$ cat src/hw/rob_config.svh
/*
 * reorder buffer configuration macros
 *   entry count and tag width
 *   dispatch and commit lane count
 *   result and destination register widths
 */
`ifndef ROB_CONFIG_SVH
`define ROB_CONFIG_SVH

// number of ROB entries, any power of two from 4 up
`define ROB_ENTRIES 16
// tag width, log2 of the entry count
`define ROB_TAG_W 4
// lanes per cycle for both dispatch and commit
`define ROB_WIDTH 2
// width of a writeback result
`define ROB_DATA_W 32
// width of an architectural destination register number
`define ROB_REG_W 5

`endif

$ cat src/hw/rob_ctrl_pkg.sv
/*
 * types used by the commit controller
 *   commit_state_e  run / flush FSM state
 *   commit_amt_t    number of lanes retired in one cycle
 */
`include "rob_config.svh"

package rob_ctrl_pkg;

	// the controller normally runs; a flush cycle follows a
	// mispredicted branch and lasts exactly one clock
	typedef enum logic {
		cst_run   = 1'b0,
		cst_flush = 1'b1
	} commit_state_e;

	// wide enough to count from zero up to the full lane count
	typedef logic [$clog2(`ROB_WIDTH + 1)-1:0] commit_amt_t;

endpackage

$ cat src/hw/rob_entry_pkg.sv
/*
 * types that describe a single reorder buffer entry
 *   op_class_e     operation class recorded at dispatch
 *   entry_state_e  lifecycle of an entry slot
 */
package rob_entry_pkg;

	// operation class of the instruction held in an entry
	// the commit controller only cares about stores and branches
	typedef enum logic [1:0] {
		op_alu    = 2'd0,
		op_load   = 2'd1,
		op_store  = 2'd2,
		op_branch = 2'd3
	} op_class_e;

	// an entry is free until dispatched, busy until written back,
	// and done until it retires
	typedef enum logic [1:0] {
		ent_free = 2'd0,
		ent_busy = 2'd1,
		ent_done = 2'd2
	} entry_state_e;

endpackage

$ cat src/hw/rob_commit_ctrl.sv
/*
 * rob_commit_ctrl
 *   picks the group of head entries that retire each cycle
 *   run / flush FSM around mispredicted branches
 */
`timescale 1ns/100ps
`include "rob_config.svh"

module rob_commit_ctrl (
	input  logic                          clk,
	input  logic                          rst,
	input  rob_entry_pkg::entry_state_e   head_state0,
	input  rob_entry_pkg::entry_state_e   head_state1,
	input  rob_entry_pkg::op_class_e      head_op0,
	input  rob_entry_pkg::op_class_e      head_op1,
	input  logic                          head_mispredict0,
	input  logic                          head_mispredict1,
	input  logic                          commit_ready,
	output logic [`ROB_WIDTH-1:0]         commit_valid,
	output rob_ctrl_pkg::commit_amt_t     commit_amt,
	output logic                          flush
);

	rob_ctrl_pkg::commit_state_e state;
	rob_ctrl_pkg::commit_state_e state_nxt;

	logic run;
	logic grant0;
	logic grant1;
	logic bad_br0;
	logic bad_br1;
	logic two_stores;
	logic retire;
	logic retire_bad_br;

	assign run = (state == rob_ctrl_pkg::cst_run);

	// a mispredict flag only matters on a branch
	assign bad_br0 = (head_op0 == rob_entry_pkg::op_branch) && head_mispredict0;
	assign bad_br1 = (head_op1 == rob_entry_pkg::op_branch) && head_mispredict1;

	// only one store may leave per cycle
	assign two_stores = (head_op0 == rob_entry_pkg::op_store) &&
		(head_op1 == rob_entry_pkg::op_store);

	// ==================================================================
	// group selection
	// ==================================================================
	// the oldest entry retires as soon as it is done
	assign grant0 = run && (head_state0 == rob_entry_pkg::ent_done);

	// the second entry rides along unless the first one ends the group
	assign grant1 = grant0 && !bad_br0 && !two_stores &&
		(head_state1 == rob_entry_pkg::ent_done);

	assign commit_valid = {grant1, grant0};
	assign retire       = grant0 && commit_ready;

	always_comb begin
		commit_amt = '0;
		if (retire)
			commit_amt = grant1 ? rob_ctrl_pkg::commit_amt_t'(2) :
				rob_ctrl_pkg::commit_amt_t'(1)
		;
	end

	// a bad branch is always the last lane of its group
	assign retire_bad_br = retire && (grant1 ? bad_br1 : bad_br0);

	// ==================================================================
	// FSM
	// ==================================================================
	always_comb begin
		state_nxt = state;
		case (state)
			rob_ctrl_pkg::cst_run: begin
				if (retire_bad_br)
					state_nxt = rob_ctrl_pkg::cst_flush;
			end
			// flushing takes one cycle and then normal retirement resumes
			rob_ctrl_pkg::cst_flush: begin
				state_nxt = rob_ctrl_pkg::cst_run;
			end
			default: begin
				state_nxt = rob_ctrl_pkg::cst_run;
			end
		endcase
	end

	always_ff @(posedge clk) begin
		if (rst)
			state <= rob_ctrl_pkg::cst_run;
		else
			state <= state_nxt;
	end

	assign flush = (state == rob_ctrl_pkg::cst_flush);

	// nothing leaves the buffer unless the retire side accepts it
	a_amt_needs_ready: assert property (
		@(posedge clk) disable iff (rst)
		(commit_amt != '0) |-> commit_ready
	) else $error("entries retired without commit_ready");

endmodule

$ cat src/hw/rob_entry_array.sv
/*
 * rob_entry_array
 *   per-entry state, op class, destination, result and mispredict bit
 *   dispatch allocation, writeback completion, retire and flush
 *   combinational read of both head slots
 */
`timescale 1ns/100ps
`include "rob_config.svh"

module rob_entry_array (
	input  logic                              clk,
	input  logic                              rst,
	input  logic                              alloc_en,
	input  logic [1:0]                        disp_count,
	input  logic [`ROB_TAG_W-1:0]             disp_tag0,
	input  logic [`ROB_TAG_W-1:0]             disp_tag1,
	input  rob_entry_pkg::op_class_e          disp_op0,
	input  rob_entry_pkg::op_class_e          disp_op1,
	input  logic [`ROB_REG_W-1:0]             disp_dest0,
	input  logic [`ROB_REG_W-1:0]             disp_dest1,
	input  logic                              wb_valid,
	input  logic [`ROB_TAG_W-1:0]             wb_tag,
	input  logic [`ROB_DATA_W-1:0]            wb_value,
	input  logic                              wb_mispredict,
	input  logic [`ROB_TAG_W-1:0]             head_idx0,
	input  logic [`ROB_TAG_W-1:0]             head_idx1,
	input  rob_ctrl_pkg::commit_amt_t         commit_amt,
	input  logic                              flush,
	output rob_entry_pkg::entry_state_e       head_state0,
	output rob_entry_pkg::entry_state_e       head_state1,
	output rob_entry_pkg::op_class_e          head_op0,
	output rob_entry_pkg::op_class_e          head_op1,
	output logic                              head_mispredict0,
	output logic                              head_mispredict1,
	output logic [`ROB_REG_W-1:0]             head_dest0,
	output logic [`ROB_REG_W-1:0]             head_dest1,
	output logic [`ROB_DATA_W-1:0]            head_value0,
	output logic [`ROB_DATA_W-1:0]            head_value1
);

	localparam int ENTRIES = `ROB_ENTRIES;

	rob_entry_pkg::entry_state_e ent_state [0:ENTRIES-1];
	rob_entry_pkg::op_class_e    ent_op    [0:ENTRIES-1];
	logic [`ROB_REG_W-1:0]       ent_dest  [0:ENTRIES-1];
	logic [`ROB_DATA_W-1:0]      ent_value [0:ENTRIES-1];
	logic                        ent_mis   [0:ENTRIES-1];

	// ==================================================================
	// entry state
	// ==================================================================
	// retire, writeback and dispatch never touch the same entry in one
	// cycle, since each acts only on entries in a different state
	always_ff @(posedge clk) begin
		if (rst || flush) begin
			for (int i = 0; i < ENTRIES; i++)
				ent_state[i] <= rob_entry_pkg::ent_free;
		end else begin
			// retired entries go back to the free pool
			if (commit_amt != '0)
				ent_state[head_idx0] <= rob_entry_pkg::ent_free;
			if (commit_amt == rob_ctrl_pkg::commit_amt_t'(2))
				ent_state[head_idx1] <= rob_entry_pkg::ent_free;
			// a result arrived so the entry may now retire
			if (wb_valid)
				ent_state[wb_tag] <= rob_entry_pkg::ent_done;
			// newly dispatched entries wait for their result
			if (alloc_en)
				ent_state[disp_tag0] <= rob_entry_pkg::ent_busy;
			if (alloc_en && disp_count == 2'd2)
				ent_state[disp_tag1] <= rob_entry_pkg::ent_busy;
		end
	end

	// ==================================================================
	// entry payload
	// ==================================================================
	// op class and destination are captured at dispatch
	// value and mispredict flag are captured at writeback
	always_ff @(posedge clk) begin
		if (alloc_en) begin
			ent_op[disp_tag0]   <= disp_op0;
			ent_dest[disp_tag0] <= disp_dest0;
		end
		if (alloc_en && disp_count == 2'd2) begin
			ent_op[disp_tag1]   <= disp_op1;
			ent_dest[disp_tag1] <= disp_dest1;
		end
		if (wb_valid) begin
			ent_value[wb_tag] <= wb_value;
			ent_mis[wb_tag]   <= wb_mispredict;
		end
	end

	// head slots are read straight out of the arrays
	assign head_state0      = ent_state[head_idx0];
	assign head_state1      = ent_state[head_idx1];
	assign head_op0         = ent_op[head_idx0];
	assign head_op1         = ent_op[head_idx1];
	assign head_mispredict0 = ent_mis[head_idx0];
	assign head_mispredict1 = ent_mis[head_idx1];
	assign head_dest0       = ent_dest[head_idx0];
	assign head_dest1       = ent_dest[head_idx1];
	assign head_value0      = ent_value[head_idx0];
	assign head_value1      = ent_value[head_idx1];

	// the producer may only complete entries that are still in flight
	a_wb_busy: assert property (
		@(posedge clk) disable iff (rst)
		wb_valid |-> ent_state[wb_tag] == rob_entry_pkg::ent_busy
	) else $error("writeback to an entry that is not busy");

endmodule

$ cat src/hw/rob_head_ptrs.sv
/*
 * rob_head_ptrs
 *   one head index per commit lane, all advancing together by the
 *   number of entries retired in the cycle
 */
`timescale 1ns/100ps
`include "rob_config.svh"

module rob_head_ptrs (
	input  logic                        clk,
	input  logic                        rst,
	input  rob_ctrl_pkg::commit_amt_t   commit_amt,
	output logic [`ROB_TAG_W-1:0]       head_idx0,
	output logic [`ROB_TAG_W-1:0]       head_idx1
);

	localparam int TW      = `ROB_TAG_W;
	localparam int ENTRIES = `ROB_ENTRIES;
	localparam int SLOTS   = `ROB_WIDTH;

	// slot n always points n entries past the oldest instruction
	logic [TW-1:0] heads [0:SLOTS-1];

	always_ff @(posedge clk) begin
		if (rst) begin
			for (int n = 0; n < SLOTS; n++)
				heads[n] <= TW'(n);
		end else begin
			// every slot moves by the same amount so their spacing is kept
			for (int n = 0; n < SLOTS; n++)
				heads[n] <= TW'((int'(heads[n]) + int'(commit_amt)) % ENTRIES);
		end
	end

	assign head_idx0 = heads[0];
	assign head_idx1 = heads[1];

	// the second slot must always be the entry right after the first one
	a_heads_consecutive: assert property (
		@(posedge clk) disable iff (rst)
		head_idx1 == TW'(head_idx0 + 1'b1)
	) else $error("head slots are no longer consecutive");

endmodule

$ cat src/hw/rob_tail_ptrs.sv
/*
 * rob_tail_ptrs
 *   allocation tail pointer and occupancy count
 *   dispatch readiness and the tags handed to a dispatch group
 */
`timescale 1ns/100ps
`include "rob_config.svh"

module rob_tail_ptrs (
	input  logic                        clk,
	input  logic                        rst,
	input  logic                        disp_valid,
	input  logic [1:0]                  disp_count,
	input  rob_ctrl_pkg::commit_amt_t   commit_amt,
	input  logic                        flush,
	input  logic [`ROB_TAG_W-1:0]       head_idx0,
	output logic                        disp_ready,
	output logic [`ROB_TAG_W-1:0]       disp_tag0,
	output logic [`ROB_TAG_W-1:0]       disp_tag1,
	output logic                        alloc_en
);

	localparam int TW    = `ROB_TAG_W;
	localparam int CNT_W = `ROB_TAG_W + 1;

	logic [TW-1:0]    tail;
	logic [CNT_W-1:0] count;
	logic [CNT_W-1:0] add_amt;

	// a full group must fit, and nothing is accepted while flushing
	assign disp_ready = !flush && (count <= CNT_W'(`ROB_ENTRIES - `ROB_WIDTH));
	assign alloc_en   = disp_valid && disp_ready;

	// tags are simply the next free slots after the tail
	assign disp_tag0 = tail;
	assign disp_tag1 = tail + TW'(1);

	assign add_amt = alloc_en ? CNT_W'(disp_count) : '0;

	// ==================================================================
	// tail and count registers
	// ==================================================================
	always_ff @(posedge clk) begin
		if (rst) begin
			tail  <= '0;
			count <= '0;
		end else if (flush) begin
			// everything younger than the head is thrown away
			tail  <= head_idx0;
			count <= '0;
		end else begin
			tail  <= tail + TW'(add_amt);
			count <= count + add_amt - CNT_W'(commit_amt);
		end
	end

	// the occupancy may reach the entry count but never pass it
	a_count_bound: assert property (
		@(posedge clk) disable iff (rst)
		count <= CNT_W'(`ROB_ENTRIES)
	) else $error("ROB occupancy count overflowed");

endmodule

$ cat src/hw/rob_top.sv
/*
 * rob_top
 *   reorder buffer top level
 *   head pointers, tail pointers, entry array and commit controller
 */
`timescale 1ns/100ps
`include "rob_config.svh"

module rob_top (
	input  logic                          clk,
	input  logic                          rst,
	// dispatch channel
	input  logic                          disp_valid,
	input  logic [1:0]                    disp_count,
	input  rob_entry_pkg::op_class_e      disp_op0,
	input  rob_entry_pkg::op_class_e      disp_op1,
	input  logic [`ROB_REG_W-1:0]         disp_dest0,
	input  logic [`ROB_REG_W-1:0]         disp_dest1,
	output logic                          disp_ready,
	output logic [`ROB_TAG_W-1:0]         disp_tag0,
	output logic [`ROB_TAG_W-1:0]         disp_tag1,
	// writeback channel
	input  logic                          wb_valid,
	input  logic [`ROB_TAG_W-1:0]         wb_tag,
	input  logic [`ROB_DATA_W-1:0]        wb_value,
	input  logic                          wb_mispredict,
	// retire channel
	output logic [`ROB_WIDTH-1:0]         commit_valid,
	input  logic                          commit_ready,
	output rob_entry_pkg::op_class_e      commit_op0,
	output rob_entry_pkg::op_class_e      commit_op1,
	output logic [`ROB_REG_W-1:0]         commit_dest0,
	output logic [`ROB_REG_W-1:0]         commit_dest1,
	output logic [`ROB_DATA_W-1:0]        commit_value0,
	output logic [`ROB_DATA_W-1:0]        commit_value1
);

	rob_ctrl_pkg::commit_amt_t    commit_amt;
	logic                         flush;
	logic                         alloc_en;
	logic [`ROB_TAG_W-1:0]        head_idx0;
	logic [`ROB_TAG_W-1:0]        head_idx1;
	rob_entry_pkg::entry_state_e  head_state0;
	rob_entry_pkg::entry_state_e  head_state1;
	logic                         head_mispredict0;
	logic                         head_mispredict1;

	rob_head_ptrs u_head (
		.clk        (clk),
		.rst        (rst),
		.commit_amt (commit_amt),
		.head_idx0  (head_idx0),
		.head_idx1  (head_idx1)
	);

	rob_tail_ptrs u_tail (
		.clk        (clk),
		.rst        (rst),
		.disp_valid (disp_valid),
		.disp_count (disp_count),
		.commit_amt (commit_amt),
		.flush      (flush),
		.head_idx0  (head_idx0),
		.disp_ready (disp_ready),
		.disp_tag0  (disp_tag0),
		.disp_tag1  (disp_tag1),
		.alloc_en   (alloc_en)
	);

	// the head outputs feed both the controller and the retire port
	rob_entry_array u_array (
		.clk              (clk),
		.rst              (rst),
		.alloc_en         (alloc_en),
		.disp_count       (disp_count),
		.disp_tag0        (disp_tag0),
		.disp_tag1        (disp_tag1),
		.disp_op0         (disp_op0),
		.disp_op1         (disp_op1),
		.disp_dest0       (disp_dest0),
		.disp_dest1       (disp_dest1),
		.wb_valid         (wb_valid),
		.wb_tag           (wb_tag),
		.wb_value         (wb_value),
		.wb_mispredict    (wb_mispredict),
		.head_idx0        (head_idx0),
		.head_idx1        (head_idx1),
		.commit_amt       (commit_amt),
		.flush            (flush),
		.head_state0      (head_state0),
		.head_state1      (head_state1),
		.head_op0         (commit_op0),
		.head_op1         (commit_op1),
		.head_mispredict0 (head_mispredict0),
		.head_mispredict1 (head_mispredict1),
		.head_dest0       (commit_dest0),
		.head_dest1       (commit_dest1),
		.head_value0      (commit_value0),
		.head_value1      (commit_value1)
	);

	rob_commit_ctrl u_ctrl (
		.clk              (clk),
		.rst              (rst),
		.head_state0      (head_state0),
		.head_state1      (head_state1),
		.head_op0         (commit_op0),
		.head_op1         (commit_op1),
		.head_mispredict0 (head_mispredict0),
		.head_mispredict1 (head_mispredict1),
		.commit_ready     (commit_ready),
		.commit_valid     (commit_valid),
		.commit_amt       (commit_amt),
		.flush            (flush)
	);

endmodule

$ cat config.mk
export PLATFORM = sky130hd
export DESIGN_NAME = rob_top
export DESIGN_NICKNAME = d
export VERILOG_FILES = /design/src/hw/rob_ctrl_pkg.sv /design/src/hw/rob_entry_pkg.sv /design/src/hw/rob_commit_ctrl.sv /design/src/hw/rob_entry_array.sv /design/src/hw/rob_head_ptrs.sv /design/src/hw/rob_tail_ptrs.sv /design/src/hw/rob_top.sv
export VERILOG_INCLUDE_DIRS = /design/src /design/src/hw
export SDC_FILE = /design/constraint.sdc
export NUM_CORES = 1
export LEC_CHECK = 0
export BUFFER_PORTS_ARGS = -buffer_cell sky130_fd_sc_hd__buf_2
export CAP_MARGIN = 20
export CORE_MARGIN = 3
export CORE_UTILIZATION = 45
export DETAILED_ROUTE_END_ITERATION = 12
export GPL_TIMING_DRIVEN = 0
export PLACE_DENSITY = 0.65
export SETUP_SLACK_MARGIN = 0.4
export SYNTH_ARGS = -nofsm -noshare
export SYNTH_HDL_FRONTEND = slang
export SYNTH_SLANG_ARGS = --single-unit
$ cat constraint.sdc
create_clock -name clk -period 4.29 [get_ports clk]
set_clock_uncertainty 0.05 [all_clocks]
set_input_delay 0.2145 -clock clk [delete_from_list [all_inputs] [get_ports clk]]
set_output_delay 0.2145 -clock clk [all_outputs]
set_load 0.1 [all_outputs]
==> out/summary.txt <==
CTS H-tree lvls: 3
Fin crit period: 3.913 ns
Met2 Use GR: 0.4412
Pwr per Cell Area: 386.7 nW/um^2
Std cell rows: 99
Status: complete, no violations
Final wirelength: 101400 microns
Iter 0 DRT Violations: 2529
WS Path Type: flop to flop
Slew @ Worst Pin: 1.169 ns
HP Class: input pin to flop
Post-synth EDFFs: 640
WP buf/inv: 4
Compound-gate portion of the synthesized area: 0.02468
CP max stage cell: mux4_2
TritonCTS clock tree: yes
Die Span X: 279.7 microns
Synth Area in XOR/XNOR: 0.002598
CTS root buffer: clkbuf_16
Global-route wire length before repair: 145100 microns
Vias: 20130
Met3 Use GR: 0.05542
Largest net degree at the start of global routing: 27
Mux cell area share after synthesis: 0.3083
Nets: 2171
ANT nets after route: 0
Syn Area/Cell: 19.11 sq um
Cells after Synth: 1764
RSZ-0062 raised after global routing: yes
Synth Net Count: 1846
Utilization after layout: 0.5421
Drc violations: 0
Total Die Area: 78230 sq um
Grt met1 use: 0.3470
Yosys Warn Count: 0
Register area share after synthesis: 0.5998
LEAKAGE: 12.84 nW
Combinational family with the most area after synthesis: multiplexers
Core footprint: 73580 sq um
First-pass DRT Iterations: 5
I/O Buffers: 144
Clk slew on worst S/H paths: 0.06 ns
Fin area: 39890 sq um
Startpoint types: flop
Dpl ws: -0.6946 ns
Dpl hpwl: 69050 microns
Vias per cell: 6.477
Most Used Layer, Global Route: met2
Overflow after GRT: 0
Max_cap viols: 0
CP max FO: 6
Layout cells sized above 1: 0.4460
Clock Latency Late Sink: 0.62 ns
Vias in the first global route: 20960
Ys flop type: edfxtp_1
Worst vdd ir: 0.3109 mV
Yosys cell types: 48
Crit-path cells: buf_8, buf_12, mux4_2, mux4_2, and3_4, buf_6, nor3_4, and2_4, fa_1, fa_2, inv_2, a21o_1, a21oi_2, xor2_1, nor2_1
Worst setup margin: 0.3773 ns
CP Data Required Time: 4.71 ns
Most Frequent Cell on Critical Path: mux4_2
Final hold violations: 0
Crit end category: flop
Area grow syn2layout: 18.32%
FF+latch count, synth: 690
Cts bufs inserted: 75
Top-Level Pins: 147
Avg WL per Cell: 32.61 microns
Post-synth ARST share: 0
Clock Sinks: 690
Slew Limit Headroom: 0.2208
Die height: 279.7 microns
Tcrit/Tclk final: 0.9121
DP Area: 36300 sq um
CTS max path bufs: 3
Post-Synth Simple-Gate Area: 0.03159
Starting Density: 0.4582
Slowest stage delay, CP: 0.54 ns
Pins Over Slew Limit: 0
GRT Util Overall: 0.2602
Gpl congestion: 0.9262
Syn Std Cell Area: 33710 sq um
Final setup viols: 0
CP arrival: 4.33 ns
CP top delay family: multiplexers
Initial antenna violation count: 2
Post-synthesis adder-cell area fraction: 0.01002
FMAX: 255.6 MHz
## metal layers
layer / wire (microns) / vias to the layer above
met5: 20 / -
met4: 2499 / 4
met3: 8827 / 166
met2: 51120 / 1091
met1: 38890 / 10710
li1: - / 8158
## worst reg2reg max path: cells and delay by family (launching register included)
| family | cells | cell delay (ns) |
|---|---|---|
| buffers and inverters | 4 | 0.43 |
| flip-flops | 1 | 0.37 |
| XOR/XNOR | 1 | 0.12 |
| AND/OR/NAND/NOR | 4 | 0.70 |
| multiplexers | 2 | 1.03 |
| AO/OA/AOI/OAI | 2 | 0.19 |
| adder cells (fa/ha/maj) | 2 | 0.86 |
## registers in the layout, summed over array words and instances (netlist names)
name and cells:
u_tail.count 5, u_head.heads 8, u_array.ent_value 512, u_array.ent_op 32, u_array.ent_mis 16, u_tail.disp_tag0 4
u_ctrl.flush 1, u_array.ent_state 32, u_array.ent_dest 80
## per-stage QoR
step / TNS [ns] / instances / hold slack, ns / power [mW]
after floorplan: 0 / 1764 / 0.2287 / 8.740
after global placement: -94.10 / 2867 / 0.4255 / 9.105
after detailed placement: -15.27 / 2897 / 0.4321 / 9.162
after CTS: 0 / 3098 / 0.01785 / 15.49
after global routing: 0 / 3107 / 0.07509 / 15.90
final: 0 / 3108 / 0.04753 / 15.42
## cell type report
type                    count  area [sq um]
diodes                      1         2.502
plain buffers             136         964.7
clock buffers             106          2087
clock inverters            30         291.5
fillers                  5821         33690
inverters                  58         222.7
multi-input cells         880         12860
flip-flops and latches    690         20230
well taps                 959          1200
repair buffers            248          2033
## layout by cell type (no fill, tap or decap), types with 9 or more instances in the layout
master / count
edfxtp_1: 640
mux4_2: 405
buf_2: 139
mux2_2: 112
clkbuf_16: 78
nand2_1: 68
clkbuf_1: 61
dlygate4sd3_1: 55
dfxtp_1: 48
nor2_1: 46
inv_1: 43
buf_4: 39
a31oi_1: 29
a21oi_1: 27
clkbuf_4: 22
buf_8: 20
nand3_1: 20
buf_12: 19
a22oi_1: 19
ha_1: 18
o21ai_0: 17
clkbuf_2: 16
buf_6: 16
inv_2: 14
clkinv_2: 13
nor2b_1: 10
nor3_1: 10
clkdlybuf4s15_2: 9
buf_1: 9
## cell usage after synthesis (24+ instances only)
cell,count,area share
edfxtp_1,640,0.57
mux4_2,405,0.27
mux2_2,112,0.037
clkbuf_1,71,0.0079
nand2_1,71,0.0079
inv_1,57,0.0063
nor2_1,51,0.0057
dfxtp_1,50,0.030
buf_1,38,0.0042
a21oi_1,29,0.0043
a31oi_1,29,0.0054
a22oi_1,24,0.0053
## worst paths after layout
| kind | start | endpoint | slack, ns | cells past startpoint |
|---|---|---|---|---|
| worst min-delay path | wb_tag[0] | u_array.ent_state[12][1] | 0.05 | 4 |
| worst max register to register | u_head.heads[0][0] | u_tail.count[4] | 0.38 | 15 |
| worst min register to register | u_array.ent_state[2][0] | u_array.ent_state[2][0] | 0.44 | 2 |
| worst max-delay path | u_head.heads[0][0] | u_tail.count[4] | 0.38 | 15 |
## cell families (layout without fill, tap and decap cells)
logic type	after synthesis	in the layout
AOI/OAI and AO/OA	124	124
other	0	1
xor gates and xnor gates	10	10
buffers and inverters	194	578
DFF	690	690
adders and majority gates	24	24
and+or+nand+nor	204	204
muxes	518	518
## timing repair
item | 4_1_cts | 5_1_grt
hold buffers | 55 | 0
endpoints found under the setup margin | 101 | 47
gates resized for setup | 181 | 41
buffers inserted | 10 | 9
endpoints found under the hold margin | 571 | 0
pin swaps | 11 | 7
## where the power goes
part,internal [mW],switching (mW)
logic,0.490,0.993
registers,7.53,0.0901
clock network,3.66,2.67
Power figures use the tool's default switching activity.
